`src/logic/noc_defs.svh`:
```
`ifndef NOC_DEFS_SVH
`define NOC_DEFS_SVH

// Link flit width
`define FLIT_W 64

// Head flit fields
`define DEST_W 8
`define LEN_W 5    // Data flit count of 1 to 31
`define SEED_W 32

// Index part of a data payload
`define IDX_W 30

`endif
```
`src/logic/link_pkg.sv`:
```
package link_pkg;

   // Occupancy of the elastic buffer
   typedef enum logic [2:0] {
      EMPTY,
      FULL_1,
      FULL_2,
      FULL_3,
      FULL_ALL
   } buf_state_e;

   typedef enum logic [1:0] {
      SRC_IDLE,
      SRC_HEAD,
      SRC_DATA
   } src_state_e;

   typedef enum logic [1:0] {
      SNK_WAIT_HEAD,
      SNK_IN_PKT,
      SNK_REPORT
   } sink_state_e;

endpackage

```
`src/logic/flit_pkg.sv`:
```
`include "noc_defs.svh"

package flit_pkg;

   // Opcode carried in flit bits 63:62
   typedef enum logic [1:0] {
      FT_IDLE = 2'b00,
      FT_HEAD = 2'b01,
      FT_BODY = 2'b10,
      FT_TAIL = 2'b11
   } flit_type_e;

   // Head flit fields
   typedef logic [`DEST_W-1:0] dest_t;
   typedef logic [`LEN_W-1:0]  len_t;
   typedef logic [`SEED_W-1:0] seed_t;

   // Data flit payload with seed above index
   typedef logic [`SEED_W+`IDX_W-1:0] payload_t;

endpackage

```
`src/logic/flit_link_top.sv`:
```
`timescale 1ns/1ps
`include "noc_defs.svh"

module flit_link_top (
   input  logic               clk,
   input  logic               rst_n,
   input  logic               cmd_valid,
   output logic               cmd_ready,
   input  flit_pkg::dest_t    cmd_dest,
   input  flit_pkg::len_t     cmd_len,
   input  flit_pkg::seed_t    cmd_seed,
   input  logic               sink_ready,
   output logic               pkt_done,
   output flit_pkg::dest_t    pkt_dest,
   output flit_pkg::len_t     pkt_len,
   output flit_pkg::payload_t pkt_checksum,
   output logic               frame_error
);

   logic [`FLIT_W-1:0] src_flit;
   logic               src_valid;
   logic               src_grant;
   logic [`FLIT_W-1:0] buf_flit;
   logic               buf_valid;
   logic               buf_grant;

   flit_source u_src (
      .clk       (clk),
      .rst_n     (rst_n),
      .cmd_valid (cmd_valid),
      .cmd_ready (cmd_ready),
      .cmd_dest  (cmd_dest),
      .cmd_len   (cmd_len),
      .cmd_seed  (cmd_seed),
      .src_flit  (src_flit),
      .src_valid (src_valid),
      .src_grant (src_grant)
   );

   rep_buffer_4 #(
      .DATAWIDTH (`FLIT_W)
   ) u_buf (
      .clk       (clk),
      .rst_n     (rst_n),
      .data_in   (src_flit),
      .valid_in  (src_valid),
      .grant_out (src_grant),
      .data_out  (buf_flit),
      .valid_out (buf_valid),
      .grant_in  (buf_grant)
   );

   flit_sink u_sink (
      .clk          (clk),
      .rst_n        (rst_n),
      .buf_flit     (buf_flit),
      .buf_valid    (buf_valid),
      .buf_grant    (buf_grant),
      .sink_ready   (sink_ready),
      .pkt_done     (pkt_done),
      .pkt_dest     (pkt_dest),
      .pkt_len      (pkt_len),
      .pkt_checksum (pkt_checksum),
      .frame_error  (frame_error)
   );

endmodule

```
`src/logic/flit_sink.sv`:
```
`timescale 1ns/1ps
`include "noc_defs.svh"

module flit_sink (
   input  logic                clk,
   input  logic                rst_n,
   input  logic [`FLIT_W-1:0]  buf_flit,
   input  logic                buf_valid,
   output logic                buf_grant,
   input  logic                sink_ready,
   output logic                pkt_done,
   output flit_pkg::dest_t     pkt_dest,
   output flit_pkg::len_t      pkt_len,
   output flit_pkg::payload_t  pkt_checksum,
   output logic                frame_error
);
   import flit_pkg::*;
   import link_pkg::*;

   sink_state_e state;
   sink_state_e state_nxt;
   flit_type_e  ftype;
   payload_t    payload;
   len_t        cnt;        // Data flits so far
   logic        accept;
   logic        in_pkt;
   logic        is_data;

   assign buf_grant = sink_ready;
   assign accept    = buf_valid & sink_ready;
   assign ftype     = flit_type_e'(buf_flit[`FLIT_W-1 -: 2]);
   assign payload   = buf_flit[`FLIT_W-3:0];
   assign in_pkt    = (state == SNK_IN_PKT);
   assign is_data   = (ftype == FT_BODY) || (ftype == FT_TAIL);
   assign pkt_done  = (state == SNK_REPORT);

   always_ff @(posedge clk or negedge rst_n) begin
      if (!rst_n)
         state <= SNK_WAIT_HEAD;
      else
         state <= state_nxt;
   end

   // REPORT also takes a new head so no flit is dropped
   always_comb begin
      state_nxt = state;
      case (state)
         SNK_WAIT_HEAD, SNK_REPORT:
            if (accept && ftype == FT_HEAD)
               state_nxt = SNK_IN_PKT;
            else
               state_nxt = SNK_WAIT_HEAD;
         SNK_IN_PKT:
            if (accept && ftype == FT_TAIL)
               state_nxt = SNK_REPORT;
         default:
            state_nxt = SNK_WAIT_HEAD;
      endcase
   end

   always_ff @(posedge clk or negedge rst_n) begin
      if (!rst_n) begin
         cnt         <= '0;
         frame_error <= 1'b0;
      end else if (accept) begin
         if (ftype == FT_HEAD) begin
            cnt         <= '0;
            frame_error <= in_pkt;   // Head inside a packet
         end else if (is_data) begin
            cnt <= cnt + 1'b1;
            if (!in_pkt)
               frame_error <= 1'b1;  // Data before any head
            else if (ftype == FT_TAIL && cnt + 1'b1 != pkt_len)
               frame_error <= 1'b1;
         end
      end
   end

   // Header fields and running XOR
   always_ff @(posedge clk) begin
      if (accept && ftype == FT_HEAD) begin
         pkt_dest     <= buf_flit[`FLIT_W-3 -: `DEST_W];
         pkt_len      <= buf_flit[`FLIT_W-3-`DEST_W -: `LEN_W];
         pkt_checksum <= '0;
      end else if (accept && is_data && in_pkt) begin
         pkt_checksum <= pkt_checksum ^ payload;
      end
   end

endmodule

```
`src/logic/rep_buffer_4.sv`:
```
`timescale 1ns/1ps

module rep_buffer_4 #(
   parameter int DATAWIDTH = 64
) (
   input  logic                 clk,
   input  logic                 rst_n,

   // Push side
   input  logic [DATAWIDTH-1:0] data_in,
   input  logic                 valid_in,
   output logic                 grant_out,

   // Pop side
   output logic [DATAWIDTH-1:0] data_out,
   output logic                 valid_out,
   input  logic                 grant_in
);
   import link_pkg::*;

   buf_state_e cs;
   buf_state_e ns;

   logic [DATAWIDTH-1:0] ff [3];    // ff[0] holds the newest flit
   logic [DATAWIDTH-1:0] mux_out;
   logic                 enable_0;   // Reload output register
   logic                 enable_all; // Shift input into the stages
   logic [3:0]           sel;        // One-hot source for the output

   always_ff @(posedge clk or negedge rst_n) begin
      if (!rst_n)
         cs <= EMPTY;
      else
         cs <= ns;
   end

   // Occupancy tracking
   always_comb begin
      case (cs)
         EMPTY:
            if (!valid_in)
               ns = EMPTY;
            else
               ns = FULL_1;
         FULL_1:
            if (!valid_in && grant_in)
               ns = EMPTY;
            else if (valid_in == grant_in)
               ns = FULL_1;
            else
               ns = FULL_2;
         FULL_2:
            if (!valid_in && grant_in)
               ns = FULL_1;
            else if (valid_in == grant_in)
               ns = FULL_2;
            else
               ns = FULL_3;
         FULL_3:
            if (!valid_in && grant_in)
               ns = FULL_2;
            else if (valid_in == grant_in)
               ns = FULL_3;
            else
               ns = FULL_ALL;
         FULL_ALL:
            if (!grant_in)
               ns = FULL_ALL;
            else
               ns = FULL_3;
         default:
            ns = EMPTY;
      endcase
   end

   always_comb begin
      case (cs)
         EMPTY: begin
            enable_0   = valid_in;   // Straight into output register
            enable_all = 1'b0;
            sel        = 4'b0001;
            valid_out  = 1'b0;
            grant_out  = 1'b1;
         end
         FULL_1: begin
            enable_0   = valid_in & grant_in;
            enable_all = valid_in & ~grant_in;
            sel        = 4'b0001;
            valid_out  = 1'b1;
            grant_out  = 1'b1;
         end
         FULL_2: begin
            enable_0   = grant_in;
            enable_all = valid_in;
            sel        = 4'b0010;
            valid_out  = 1'b1;
            grant_out  = 1'b1;
         end
         FULL_3: begin
            enable_0   = grant_in;
            enable_all = valid_in;
            sel        = 4'b0100;
            valid_out  = 1'b1;
            grant_out  = 1'b1;
         end
         FULL_ALL: begin
            enable_0   = grant_in;
            enable_all = 1'b0;
            sel        = 4'b1000;
            valid_out  = 1'b1;
            grant_out  = 1'b0;       // Only place the push side stalls
         end
         default: begin
            enable_0   = 1'b0;
            enable_all = 1'b0;
            sel        = 4'b0001;
            valid_out  = 1'b0;
            grant_out  = 1'b1;
         end
      endcase
   end

   // Oldest stored flit feeds the output
   always_comb begin
      case (sel)
         4'b0001: mux_out = data_in;
         4'b0010: mux_out = ff[0];
         4'b0100: mux_out = ff[1];
         4'b1000: mux_out = ff[2];
         default: mux_out = '0;
      endcase
   end

   always_ff @(posedge clk) begin
      if (enable_0)
         data_out <= mux_out;
      if (enable_all) begin
         ff[0] <= data_in;
         ff[1] <= ff[0];
         ff[2] <= ff[1];
      end
   end

endmodule

```
`src/logic/flit_source.sv`:
```
`timescale 1ns/1ps
`include "noc_defs.svh"

module flit_source (
   input  logic                clk,
   input  logic                rst_n,
   input  logic                cmd_valid,
   output logic                cmd_ready,
   input  flit_pkg::dest_t     cmd_dest,
   input  flit_pkg::len_t      cmd_len,
   input  flit_pkg::seed_t     cmd_seed,
   output logic [`FLIT_W-1:0]  src_flit,
   output logic                src_valid,
   input  logic                src_grant
);
   import flit_pkg::*;
   import link_pkg::*;

   // Unused bits between len and seed in the head
   localparam int HEAD_PAD = `FLIT_W - 2 - `DEST_W - `LEN_W - `SEED_W;

   src_state_e state;
   src_state_e state_nxt;
   dest_t      dest_q;
   len_t       len_q;
   seed_t      seed_q;
   len_t       idx;         // Data flit number
   logic       last_data;
   logic       xfer;
   flit_type_e data_type;

   assign cmd_ready = (state == SRC_IDLE);
   assign xfer      = src_valid & src_grant;
   assign last_data = (idx == len_q - 1'b1);
   assign data_type = last_data ? FT_TAIL : FT_BODY;

   always_ff @(posedge clk or negedge rst_n) begin
      if (!rst_n)
         state <= SRC_IDLE;
      else
         state <= state_nxt;
   end

   always_comb begin
      state_nxt = state;
      case (state)
         SRC_IDLE:
            if (cmd_valid)
               state_nxt = SRC_HEAD;
         SRC_HEAD:
            if (xfer)
               state_nxt = SRC_DATA;
         SRC_DATA:
            if (xfer && last_data)
               state_nxt = SRC_IDLE;
         default:
            state_nxt = SRC_IDLE;
      endcase
   end

   // Command fields held for the whole packet
   always_ff @(posedge clk) begin
      if (cmd_valid && cmd_ready) begin
         dest_q <= cmd_dest;
         len_q  <= cmd_len;
         seed_q <= cmd_seed;
      end
   end

   always_ff @(posedge clk or negedge rst_n) begin
      if (!rst_n)
         idx <= '0;
      else if (state == SRC_HEAD)
         idx <= '0;
      else if (state == SRC_DATA && xfer)
         idx <= idx + 1'b1;
   end

   // Flit held stable until granted
   always_comb begin
      src_flit  = '0;
      src_valid = 1'b0;
      case (state)
         SRC_HEAD: begin
            src_valid = 1'b1;
            src_flit  = {FT_HEAD, dest_q, len_q, {HEAD_PAD{1'b0}}, seed_q};
         end
         SRC_DATA: begin
            src_valid = 1'b1;
            src_flit  = {data_type, seed_q, {(`IDX_W - `LEN_W){1'b0}}, idx};
         end
         default: ;
      endcase
   end

endmodule

```
`config.mk`:
```
export PLATFORM = sky130hd
export DESIGN_NAME = flit_link_top
export DESIGN_NICKNAME = d
export VERILOG_FILES = /design/src/logic/link_pkg.sv /design/src/logic/flit_pkg.sv /design/src/logic/flit_link_top.sv /design/src/logic/flit_sink.sv /design/src/logic/rep_buffer_4.sv /design/src/logic/flit_source.sv
export VERILOG_INCLUDE_DIRS = /design/src /design/src/logic
export SDC_FILE = /design/constraint.sdc
export NUM_CORES = 1
export LEC_CHECK = 0
export BUFFER_PORTS_ARGS = -buffer_cell sky130_fd_sc_hd__buf_2
export CAP_MARGIN = 20
export CORE_ASPECT_RATIO = 1.4
export CORE_MARGIN = 1
export CORE_UTILIZATION = 40
export CTS_BUF_LIST = sky130_fd_sc_hd__clkbuf_16
export CTS_CLUSTER_SIZE = 30
export DETAILED_ROUTE_END_ITERATION = 12
export GPL_ROUTABILITY_DRIVEN = 1
export GPL_TIMING_DRIVEN = 0
export PLACE_DENSITY_LB_ADDON = 0.15
export SLEW_MARGIN = 25
export SYNTH_ARGS = -nofsm -noshare
export SYNTH_HDL_FRONTEND = slang
export SYNTH_SLANG_ARGS = --single-unit
```
`constraint.sdc`:
```
create_clock -name clk -period 10.2 [get_ports clk]
set_input_delay 3.06 -clock clk [delete_from_list [all_inputs] [get_ports clk]]
set_output_delay 3.06 -clock clk [all_outputs]
set_load 0.03 [all_outputs]
```
# Word level (Yosys, flattened, before mapping)
# Memory sizes are Yosys's and may differ from the RTL's.
# Index checks and enable logic that the tools add are counted.
# totals
mem_count,1
reg_bits,202
out_inout_bits,78
ram_bits,192
# op_classes
add_sub_neg,3
reduce_logical,24
mux,35
eq_ne,23
bitwise,6
# mem_list
memory,depth,word_bits,read_ports,rd_clocked_by_memory_dff,wr,line,text
u_buf.ff,3,64,3,0,3,rep_buffer_4.sv:24,logic [DATAWIDTH-1:0] ff [3];
# ops
op,count
$pmux 64 s4,1
$pmux 64 s2,1
$xor 62x62->62,1
$mux 5,4
$mux 3,5
$pmux 3 s5,1
$mux 1,13
$pmux 4 s3,1
$add 5x1->5 const B,2
$mux 2,5
$logic_and 1x1->1,9
$eq 2x2->1 const B,4
$eq 2x1->1 const B,3
$eq 3x2->1 const B,2
$pmux 2 s3,1
$reduce_and 3->1,2
$reduce_or 2->1,3
$eq 5x5->1,1
$ne 5x5->1,1
$sub 5x1->5 const B,1
$and 1x1->1,4
$eq 4x1->1 const B,1
$eq 4x2->1 const B,1
$eq 4x3->1 const B,1
19 further kinds,23

# Depth between registers and ports, before layout
# Gate-level depths: netlist of run 1.
# depth
word_depth,7
depth_mapped,8

# Modules after synthesis
# A second synthesis of run 1 with hierarchy kept.
# unflattened
hier_cells,1030
hier_area_um2,15576.2
# by_module_without_submodules
module,cells_each,seq_area_each_um2,area_each_um2,n_inst
rep_buffer_4,511,7762.4,9665.5,1
flit_sink,338,1831.8,3489.6,1
flit_source,181,1526.5,2421.1,1

# Worst setup path after synthesis of run 1
# Ideal clock, no wire load.
# synth_timing
path_type,input -> register
startpoint,input port sink_ready
endpoint,memory u_buf.ff[0][0] (enable)
t_required_ns,9.453
n_path_buf,0
t_arrival_ns,11.587
slack_ns,-2.134
setup_time_ns,0.747
stages,6
cell_sequence,inv_1 > ha_1 > nand2_1 > nor2_1 > a21oi_1 > nor2_1
# synth_rtl
item,line,text
from (decl),flit_link_top.sv:12,"input logic sink_ready,"
to (decl),rep_buffer_4.sv:24,

==> results of run 1 <==
==> cell usage in the layout, fill, tap and decap left out, drive strengths merged, types with 32 or more instances in the layout <==
| master | instances |
|---|---|
| xor2 | 69 |
| o21ai | 32 |
| edfxtp | 314 |
| clkbuf | 74 |
| buf | 166 |
| nor2 | 117 |
| nand2 | 100 |
| mux2i | 64 |
| a221o | 42 |
| dfxtp | 62 |
==> path summary, 6_finish.rpt <==
kind,startpoint,to
hold reg to reg,u_buf.ff[0][110]$_DFFE_PP_,u_buf.ff[0][174]$_DFFE_PP_
setup reg to reg,u_src.state[0]$_DFFE_PN0P_,u_buf.ff[0][165]$_DFFE_PP_
setup / recovery,sink_ready,u_buf.ff[0][165]$_DFFE_PP_
min in group asynchronous,rst_n,u_sink.cnt[3]$_DFFE_PN0P_
hold / removal,u_buf.ff[0][110]$_DFFE_PP_,u_buf.ff[0][174]$_DFFE_PP_
max in group asynchronous,rst_n,u_buf.cs[0]$_DFF_PN0_
==> layer usage <==
layer | track usage | wire length [µm] | vias to the layer above | part of all wire
met5 | 0 | 0 | - | 0
li1 | - | - | 4220 | -
met4 | 0.05785 | 821 | 0 | 0.023
met3 | 0.02572 | 1456 | 55 | 0.041
met1 | 0.2513 | 15990 | 4480 | 0.45
met2 | 0.3055 | 17350 | 224 | 0.49
==> cell families after synthesis <==
| kind of cell | count (synthesis) | share of synthesized area |
|---|---|---|
| adders and majority gates | 10 | 0.008059 |
| buffers and inverters | 67 | 0.02329 |
| muxes | 66 | 0.04271 |
| and+or+nand+nor | 288 | 0.09099 |
| xor gates and xnor gates | 80 | 0.04513 |
| AOI/OAI and AO/OA | 141 | 0.07350 |
| DFF | 394 | 0.7163 |
==> worst max-delay path: cells and delay by family <==
family                     cells  cell delay (ns)
buffers and inverters          5             0.98
adders and majority gates      1             0.23
and+or+nand+nor                3             0.76
AOI/OAI and AO/OA              1             0.07
==> state kept, by name (all words and copies together) (netlist names) <==
name / flops
u_buf.cs: 3
u_buf.data_out: 64
u_buf.ff: 192
u_sink.cnt: 5
u_sink.frame_error: 1
u_sink.pkt_checksum: 62
u_sink.pkt_dest: 8
u_sink.pkt_len: 5
u_sink.state: 2
u_src.dest_q: 8
u_src.idx: 5
u_src.len_q: 5
u_src.seed_q: 32
u_src.state: 2
==> cell type report <==
type | instances | area [µm²]
Fill cell | 3418 | 20080
Sequential cell | 394 | 11120
Multi-Input combinational cell | 585 | 4066
Clock buffer | 41 | 1026
Timing Repair Buffer | 140 | 937.1
Tap cell | 522 | 653.1
Buffer | 59 | 331.6
Clock inverter | 33 | 150.1
Inverter | 8 | 30.03
==> power by group through the flow <==
stage | Clock, mW | Combinational [mW] | Sequential, mW
2_1_floorplan | 0 | 1.01 | 3.00
3_3_place_gp | 0 | 1.67 | 2.97
3_5_place_dp | 0 | 1.87 | 2.86
4_1_cts | 1.37 | 1.88 | 2.83
5_1_grt | 1.43 | 2.01 | 2.88
6_report | 1.33 | 1.85 | 2.82
==> through the flow <==
step | setup TNS (ns) | total power, mW | cells
CTS | 0 | 6.080 | 1782
floorplan | 0 | 4.016 | 1046
detailed placement | 0 | 4.735 | 1708
finish | 0 | 6.003 | 1782
global route | 0 | 6.322 | 1782
global placement | -224.72 | 4.644 | 1694
==> results by group, run 1 <==
Timing
  • Slew HR: 0.2829
  • Final hold slack: 0.4452 ns
  • Unrepaired setup endpoints after global routing: no
  • Peak Freq: 204.8 MHz
  • Final period utilization: 0.4787
  • Final hold viol count: 0
  • Max Clock Skew: 0.01415 ns
  • Setup slack after layout: 5.317 ns
  • Fin. max-slew vios: 0
  • Final min period: 4.883 ns
  • Setup violators final: 0
  • Worst-margin pin slew: 1.076 ns

Critical path
  • CP arrival: 5.12 ns
  • Max FO, Critical Path: 26
  • Worst EP required: 10.44 ns
  • CP Launch Type: input port
  • CP max stage delay: 0.55 ns
  • WS Path Type: in2reg
  • Worst r2r path cells: 9
  • CP dominant cell by count: buf_16
  • Reg2Reg Setup Slack: 6.66 ns
  • Critical path endpoint category: flop
  • Cell breakdown of the critical path: buf_2, inv_1, ha_1, nand2_1, nor2_1, a21oi_1, nor2_4, buf_16, buf_16, buf_16
  • Worst path slowest cell: nor2_4

Power and ir drop
  • Worst vdd ir: 143.3 µV
  • P per Cell Area: 327.8 nW/µm²
  • P_int: 3.955 mW
  • Leak pwr: 6.933 nW
  • Sw power: 2.048 mW
  • Clock power frac: 0.222
  • Combinational Power Share: 0.308
  • Sw frac: 0.3411
  • Sequential power share: 0.470

Clock network
  • Post-CTS setup buffers: 0
  • Clk sinks: 394
  • CTS resizes: 0
  • Skew-Pair Late Insertion Delay: 0.54 ns
  • Clk root buf: clkbuf_16
  • Clk slew on worst S/H paths: 0.06 ns
  • Clock Path Buffers: 3
  • # hold bufs at CTS: 0
  • CTS Buf Count: 40
  • Htree depth: 2
  • TritonCTS clock tree: built

Synthesis
  • Net count after synthesis: 1105
  • Fraction of registers with async set/reset: 0.04569
  • Largest area contributor in the netlist: edfxtp_1
  • Synth top area share: 0.6074
  • Post-synth top cells: edfxtp_1 (314), nand2_1 (100), xor2_1 (69), mux2i_1 (64), dfxtp_1 (62)
  • Sequential area share after synthesis: 0.7163
  • Syn_area_per_cell: 14.84 µm²
  • Prevailing post-synth register cell: edfxtp_1
  • Top cells by area, synth: edfxtp_1 (61%), dfxtp_1 (8.0%), mux2i_1 (4.1%)
  • Count of cell types in the netlist: 49
  • Cell with the most instances after synthesis: edfxtp_1
  • #FFs+latches synth: 394
  • Synthesized area: 15520 µm²
  • Synth warnings: 0
  • Synth Instances: 1046
  • Post-synth EDFFs: 314

Placed design
  • Hpwl dp: 24.50 mm
  • Dpl ws: 4.756 ns
  • Placed cell area: 17140 µm²
  • I/O Buffers: 126
  • Placer Congestion: 0.8013

Detailed routing
  • # DRC: 0
  • Via count: 8979
  • First-pass iteration count of the detailed router: 5
  • Routed Antenna Nets: 0
  • Drt wl/cell: 19.99 µm
  • Vias per cell: 5.039
  • Final WL: 35.62 mm
  • Initial DRC count: 649

Global route
  • Pin count of the biggest net entering global routing: 33
  • Initial antenna violation count: 0
  • GRT Overall Usage: 0.1846
  • First-pass GRT wire length: 55.06 mm
  • Vias in the first global route: 9041
  • Grt ovf: 0

Die
  • Die Y: 235.1 µm
  • Horiz. Die Dim: 168.5 µm
  • Core Area: 38390 µm²
  • Full die area: 39620 µm²
  • Initial Utilization: 0.4044
  • Site Rows: 85
  • I/O pin total: 127

Flow run
  • Max_cap viols: 0

Finish
  • Finished Cell Area: 18320 µm²
  • Synth-to-layout area growth: 17.97%
  • # nets final: 1287
  • # diodes: 0
  • Post-layout util: 0.4770
  • Fraction of layout cells with a size suffix above 1: 0.2341

Status
  • Status: completed

Worst hold path
  • Hold depth: 0
  • Min-Delay Path Class: reg2reg
No activity file was read; power rests on OpenSTA's default activity.
==> run 2: changes to the inputs <==
clock period = 5.05 ns   (was 10.2 ns; I/O delays follow)
==> results by group, run 2 (synthesis gave the netlist of run 1 again) <==
Status
  • Status: completed (unchanged)

Clock network
  • Htree depth: 2 (unchanged)
  • Clk slew on worst S/H paths: 0.07 ns (was 0.06 ns)
  • Clock Path Buffers: 3 (unchanged)
  • Clk sinks: 394 (unchanged)
  • Skew-Pair Late Insertion Delay: 0.55 ns (was 0.54 ns)
  • CTS Buf Count: 40 (unchanged)
  • TritonCTS clock tree: built (unchanged)
  • CTS resizes: 0 (unchanged)
  • # hold bufs at CTS: 0 (unchanged)
  • Post-CTS setup buffers: 0 (unchanged)
  • Clk root buf: clkbuf_16 (unchanged)

Die
  • I/O pin total: 127 (unchanged)
  • Initial Utilization: 0.4044 (unchanged)
  • Site Rows: 85 (unchanged)
  • Core Area: 38390 µm² (unchanged)
  • Die Y: 235.1 µm (unchanged)
  • Horiz. Die Dim: 168.5 µm (unchanged)
  • Full die area: 39620 µm² (unchanged)

Detailed routing
  • Vias per cell: 5.010 (was 5.039)
  • # DRC: 0 (unchanged)
  • First-pass iteration count of the detailed router: 5 (unchanged)
  • Final WL: 35.35 mm (was 35.62 mm)
  • Via count: 8927 (was 8979)
  • Drt wl/cell: 19.83 µm (was 19.99 µm)
  • Initial DRC count: 615 (was 649)
  • Routed Antenna Nets: 0 (unchanged)

Worst hold path
  • Min-Delay Path Class: reg2reg (unchanged)

Global route
  • Vias in the first global route: 9004 (was 9041)
  • First-pass GRT wire length: 54.70 mm (was 55.06 mm)
  • Pin count of the biggest net entering global routing: 43 (was 33)
  • Grt ovf: 0 (unchanged)
  • Initial antenna violation count: 0 (unchanged)
  • GRT Overall Usage: 0.1834 (was 0.1846)

Power and ir drop
  • Clock power frac: 0.228 (was 0.222)
  • P_int: 8.088 mW (was 3.955 mW)
  • Sequential power share: 0.466 (was 0.470)
  • P per Cell Area: 664.7 nW/µm² (was 327.8 nW/µm²)
  • Sw power: 4.132 mW (was 2.048 mW)
  • Leak pwr: 6.930 nW (was 6.933 nW)
  • Combinational Power Share: 0.305 (was 0.308)
  • Sw frac: 0.3381 (was 0.3411)
  • Worst vdd ir: 340.8 µV (was 143.3 µV)
  • Overall power: 12.22 mW (was 6.003 mW)

Critical path
  • Worst EP required: 5.30 ns (was 10.44 ns)
  • WS Path Type: reg2reg (was in2reg)
  • CP Launch Type: flop (was input port)
  • CP arrival: 3.66 ns (was 5.12 ns)
  • Max FO, Critical Path: 20 (was 26)
  • Critical path endpoint category: flop (unchanged)

Placed design
  • Inst Count DP: 1708 (unchanged)
  • I/O Buffers: 126 (unchanged)
  • Placer Congestion: 0.7866 (was 0.8013)
  • Hpwl dp: 24.33 mm (was 24.50 mm)
  • Dpl ws: 1.469 ns (was 4.756 ns)

Finish
  • Top reg by flops: u_buf.ff (unchanged)
  • Post-layout util: 0.4788 (was 0.4770)
  • Layout Cells excl Fill: 1782 (unchanged)
  • # diodes: 0 (unchanged)
  • Max reg flops: 192 (unchanged)
  • Top flop regs: u_buf.ff x192, u_buf.data_out x64, u_sink.pkt_checksum x62 (unchanged)
  • # nets final: 1287 (unchanged)
  • Synth-to-layout area growth: 18.41% (was 17.97%)
  • Most common cell after layout, fill and taps aside: edfxtp_1 (unchanged)
  • Fraction of layout cells with a size suffix above 1: 0.2389 (was 0.2341)
  • Commonest cells after routing, fill and taps aside: edfxtp_1 (314), buf_2 (127), nand2_1 (99) (was edfxtp_1 (314), buf_2 (127), nand2_1 (100))

Timing
  • Unrepaired setup endpoints after global routing: no (unchanged)
  • Final min period: 3.411 ns
  • Final period utilization: 0.6754
  • Final hold viol count: 0 (unchanged)
  • Max Clock Skew: 0.02470 ns (was 0.01415 ns)
  • Setup TNS: 0 ns (unchanged)
  • Peak Freq: 293.2 MHz
  • Setup slack after layout: 1.639 ns (was 5.317 ns)
  • Slew HR: 0.2913 (was 0.2829)
  • Fin. max-slew vios: 0 (unchanged)
  • Setup violators final: 0 (unchanged)
  • Worst-margin pin slew: 1.063 ns (was 1.076 ns)

Flow run
  • Max_cap viols: 0 (unchanged)
run 2: power groups by stage:
stage	registers [mW]	logic, mW	clock network, mW
6_report	5.70	3.73	2.79
5_1_grt	5.83	4.05	2.99
4_1_cts	5.71	3.81	2.87
3_5_place_dp	5.77	3.78	0
3_3_place_gp	5.88	3.39	0
2_1_floorplan	5.98	2.07	0
run 2: metrics by stage:
stage	cell area, µm²	hold WS, ns
floorplan	15560	0.4257
global placement	16850	0.4287
detailed placement	17160	0.4329
CTS	18380	0.4415
global route	18380	0.4460
finish	18380	0.4445
run 2: per-layer routing:
metal	wire length (µm)	GRT usage	up-vias
met3	1284	0.02539	59
met1	16060	0.2512	4422
met4	943	0.06006	0
li1	-	-	4224
met2	17060	0.3005	222
met5	0	0	-
run 2: final cells by class:
class,count,area (µm²)
fillers,3431,20010
flip-flops and latches,394,11120
multi-input cells,585,4088
clock buffers,41,1026
repair buffers,140,929.6
well taps,522,653.1
plain buffers,59,331.6
clock inverters,33,200.2
inverters,8,33.78
run 2: final timing paths:
| check | slack (ns) | from | depth (start not counted) | endpoint |
|---|---|---|---|---|
| max | 1.64 | u_src.state[1]$_DFFE_PN0P_ | 11 | u_buf.data_out[34]$_DFFE_PP_ |
| min | 0.44 | u_buf.ff[0][53]$_DFFE_PP_ | 0 | u_buf.ff[0][117]$_DFFE_PP_ |
| max reg2reg | 1.64 | u_src.state[1]$_DFFE_PN0P_ | 11 | u_buf.data_out[34]$_DFFE_PP_ |
| min reg2reg | 0.44 | u_buf.ff[0][53]$_DFFE_PP_ | 0 | u_buf.ff[0][117]$_DFFE_PP_ |
| max in group asynchronous | 3.78 | rst_n | 1 | u_sink.cnt[0]$_DFFE_PN0P_ |
| min in group asynchronous | 0.92 | rst_n | 1 | u_buf.cs[2]$_DFF_PN0_ |
run 2: worst max-delay path, cell delays in order (launching register included):
cell and delay, ns:
dfrtp_1 0.36, inv_1 0.08, ha_1 0.48, clkbuf_1 0.47
inv_1 0.16, o21a_1 0.23, nor2_1 0.09, a21oi_1 0.08
o22ai_4 0.56, buf_16 0.24, buf_16 0.17, buf_8 0.16
==> run 3: changes to the inputs <==
clock period = 2.9 ns   (was 5.05 ns; I/O delays follow)
==> results by group, run 3 (synthesis gave the netlist of run 1 again) <==
Power and ir drop
  • Sw frac: 0.3376 (was 0.3381)
  • Sequential power share: 0.460 (was 0.466)
  • Worst vdd ir: 573.5 µV (was 340.8 µV)
  • Overall power: 21.60 mW (was 12.22 mW)
  • Leak pwr: 6.983 nW (was 6.930 nW)
  • Clock power frac: 0.225 (was 0.228)
  • Sw power: 7.294 mW (was 4.132 mW)
  • P_int: 14.31 mW (was 8.088 mW)
  • P per Cell Area: 1167 nW/µm² (was 664.7 nW/µm²)
  • Combinational Power Share: 0.315 (was 0.305)

Detailed routing
  • Routed Antenna Nets: 0 (unchanged)
  • Vias per cell: 5.013 (was 5.010)
  • Via count: 8959 (was 8927)
  • Final WL: 35.78 mm (was 35.35 mm)
  • Initial DRC count: 728 (was 615)
  • # DRC: 0 (unchanged)
  • Drt wl/cell: 20.02 µm (was 19.83 µm)
  • First-pass iteration count of the detailed router: 5 (unchanged)

Clock network
  • CTS Buf Count: 40 (unchanged)
  • Clk slew on worst S/H paths: 0.06 ns (was 0.07 ns)
  • Clk sinks: 394 (unchanged)
  • # hold bufs at CTS: 0 (unchanged)
  • TritonCTS clock tree: built (unchanged)
  • Htree depth: 2 (unchanged)
  • Skew-Pair Late Insertion Delay: 0.54 ns (was 0.55 ns)
  • Clock Path Buffers: 3 (unchanged)
  • Clk root buf: clkbuf_16 (unchanged)

Placed design
  • Hpwl dp: 24.57 mm (was 24.33 mm)
  • Placer Congestion: 0.7981 (was 0.7866)
  • I/O Buffers: 126 (unchanged)
  • Dpl ws: -0.4779 ns (was 1.469 ns)
  • Placed cell area: 17220 µm² (was 17160 µm²)

Critical path
  • CP max stage delay: 0.65 ns (was 0.56 ns)
  • Worst r2r path cells: 4 (was 11)
  • Critical path endpoint category: flop (unchanged)
  • CP arrival: 3.07 ns (was 3.66 ns)
  • R2r endpoint: u_buf.data_out[46]$_DFFE_PP_ (was u_buf.data_out[34]$_DFFE_PP_)
  • CP Launch Type: flop (unchanged)
  • Worst EP required: 3.27 ns (was 5.30 ns)
  • Critical path buffer and inverter count: 2 (was 6)
  • Cell breakdown of the critical path: nor3b_1, clkbuf_1, buf_1, a221o_1 (was inv_1, ha_1, clkbuf_1, inv_1, o21a_1, nor2_1, a21oi_1, o22ai_4, buf_16, buf_16, buf_8)
  • Top Family by Delay on Critical Path: buffers and inverters (unchanged)
  • Worst path slowest cell: buf_1 (was o22ai_4)
  • Reg-to-reg startpoint: u_buf.cs[2]$_DFF_PN0_ (was u_src.state[1]$_DFFE_PN0P_)
  • Crit path depth: 4 (was 11)
  • Reg2Reg Setup Slack: 0.20 ns (was 1.64 ns)
  • WS Path Type: reg2reg (unchanged)
  • Max FO, Critical Path: 10 (was 20)

Finish
  • # nets final: 1292 (was 1287)
  • Most common cell after layout, fill and taps aside: edfxtp_1 (unchanged)
  • Max reg flops: 192 (unchanged)
  • Top reg by flops: u_buf.ff (unchanged)
  • Synth-to-layout area growth: 19.22% (was 18.41%)
  • Commonest cells after routing, fill and taps aside: edfxtp_1 (314), buf_2 (127), nand2_1 (99) (unchanged)
  • Fraction of layout cells with a size suffix above 1: 0.2458 (was 0.2389)
  • Finished Cell Area: 18510 µm² (was 18380 µm²)
  • # diodes: 0 (unchanged)
  • Top flop regs: u_buf.ff x192, u_buf.data_out x64, u_sink.pkt_checksum x62 (unchanged)

Timing
  • Peak Freq: 370.3 MHz (was 293.2 MHz)
  • Max Clock Skew: 0.01485 ns (was 0.02470 ns)
  • Final hold slack: 0.3039 ns (was 0.4445 ns)
  • Setup TNS: 0 ns (unchanged)
  • Final hold viol count: 0 (unchanged)
  • Slew HR: 0.2932 (was 0.2913)
  • Setup slack after layout: 0.1996 ns (was 1.639 ns)
  • Fin. max-slew vios: 0 (unchanged)
  • Setup violators final: 0 (unchanged)
  • Final period utilization: 0.9312 (was 0.6754)
  • Final min period: 2.700 ns (was 3.411 ns)
  • Unrepaired setup endpoints after global routing: no (unchanged)
  • Worst-margin pin slew: 1.060 ns (was 1.063 ns)

Flow run
  • Max_cap viols: 0 (unchanged)

Global route
  • Vias in the first global route: 8935 (was 9004)
  • Initial antenna violation count: 0 (unchanged)
  • GRT Overall Usage: 0.1844 (was 0.1834)
  • First-pass GRT wire length: 54.57 mm (was 54.70 mm)
  • Grt ovf: 0 (unchanged)
  • Pin count of the biggest net entering global routing: 33 (was 43)

Status
  • Status: completed (unchanged)

Die
  • I/O pin total: 127 (unchanged)
  • Core Area: 38390 µm² (unchanged)
  • Site Rows: 85 (unchanged)
  • Full die area: 39620 µm² (unchanged)
  • Initial Utilization: 0.4044 (unchanged)
  • Horiz. Die Dim: 168.5 µm (unchanged)
  • Die Y: 235.1 µm (unchanged)

Worst hold path
  • Min-Delay Path Class: in2async (was reg2reg)
run 3: changes by cell type in the layout (fill, tap and decap cells not counted), sizes merged:
| cell | change |
|---|---|
| clkbuf | -1 |
| clkinv | +8 |
| inv | -6 |
| clkdlybuf4s15 | +1 |
| buf | +5 |
| clkinvlp | -2 |
run 3: final cells by class:
| cell class | instances | area, µm² |
|---|---|---|
| multi-input combinational | 585 | 4090 |
| timing repair buffer | 146 | 1046 |
| fill | 3376 | 19880 |
| clock buffer | 41 | 1026 |
| tap | 522 | 653.1 |
| buffer | 58 | 341.6 |
| inverter | 8 | 33.78 |
| sequential | 394 | 11120 |
| clock inverter | 33 | 197.7 |
run 3: what timing repair did:
item	4_1_cts	5_1_grt
gates resized for setup	4	3
buffers inserted	6	0
cloned	0	0
pin swaps	2	0
setup endpoints to repair	244	50
run 3: worst reg2reg max path, delay by kind of cell (launching register included):
| family | cells | cell delay (ns) |
|---|---|---|
| buffers and inverters | 2 | 1.29 |
| DFF | 1 | 0.51 |
| and+or+nand+nor | 1 | 0.38 |
| AOI/OAI and AO/OA | 1 | 0.36 |
run 3: worst max-delay path by stage:
stage / start / end / slack, ns
finish: u_buf.cs[2]$_DFF_PN0_ / u_buf.data_out[46]$_DFFE_PP_ / 0.20
global route: u_buf.cs[2]$_DFF_PN0_ / u_buf.data_out[35]$_DFFE_PP_ / 0.02
CTS: u_src.len_q[0]$_DFFE_PP_ / u_buf.data_out[62]$_DFFE_PP_ / 0.01
detailed placement: u_src.state[0]$_DFFE_PN0P_ / u_buf.ff[0][128]$_DFFE_PP_ / -0.48
global placement: u_src.state[0]$_DFFE_PN0P_ / u_buf.ff[0][11]$_DFFE_PP_ / -3.45
floorplan: sink_ready / u_buf.ff[0][0]$_DFFE_PP_ / -1.75
run 3: through the flow:
step,utilization,instances
after floorplan,-,1046
after global placement,0.4388,1694
after detailed placement,0.4484,1708
after CTS,0.4820,1787
after global routing,0.4821,1787
final,0.4821,1787
run 3: layer usage:
layer / vias to the layer above / wire, µm / global-route usage
li1: 4236 / - / -
met1: 4454 / 16170 / 0.2515
met2: 217 / 17470 / 0.3040
met3: 52 / 1324 / 0.02724
met4: 0 / 821 / 0.05675
met5: - / 0 / 0
run 3: power groups by stage:
stage,Clock [mW],Combinational [mW],Sequential [mW]
2_1_floorplan,0,3.61,10.4
3_3_place_gp,0,5.66,9.87
3_5_place_dp,0,6.76,10.1
4_1_cts,5.00,6.90,9.96
5_1_grt,5.23,7.36,10.1
6_report,4.87,6.80,9.94
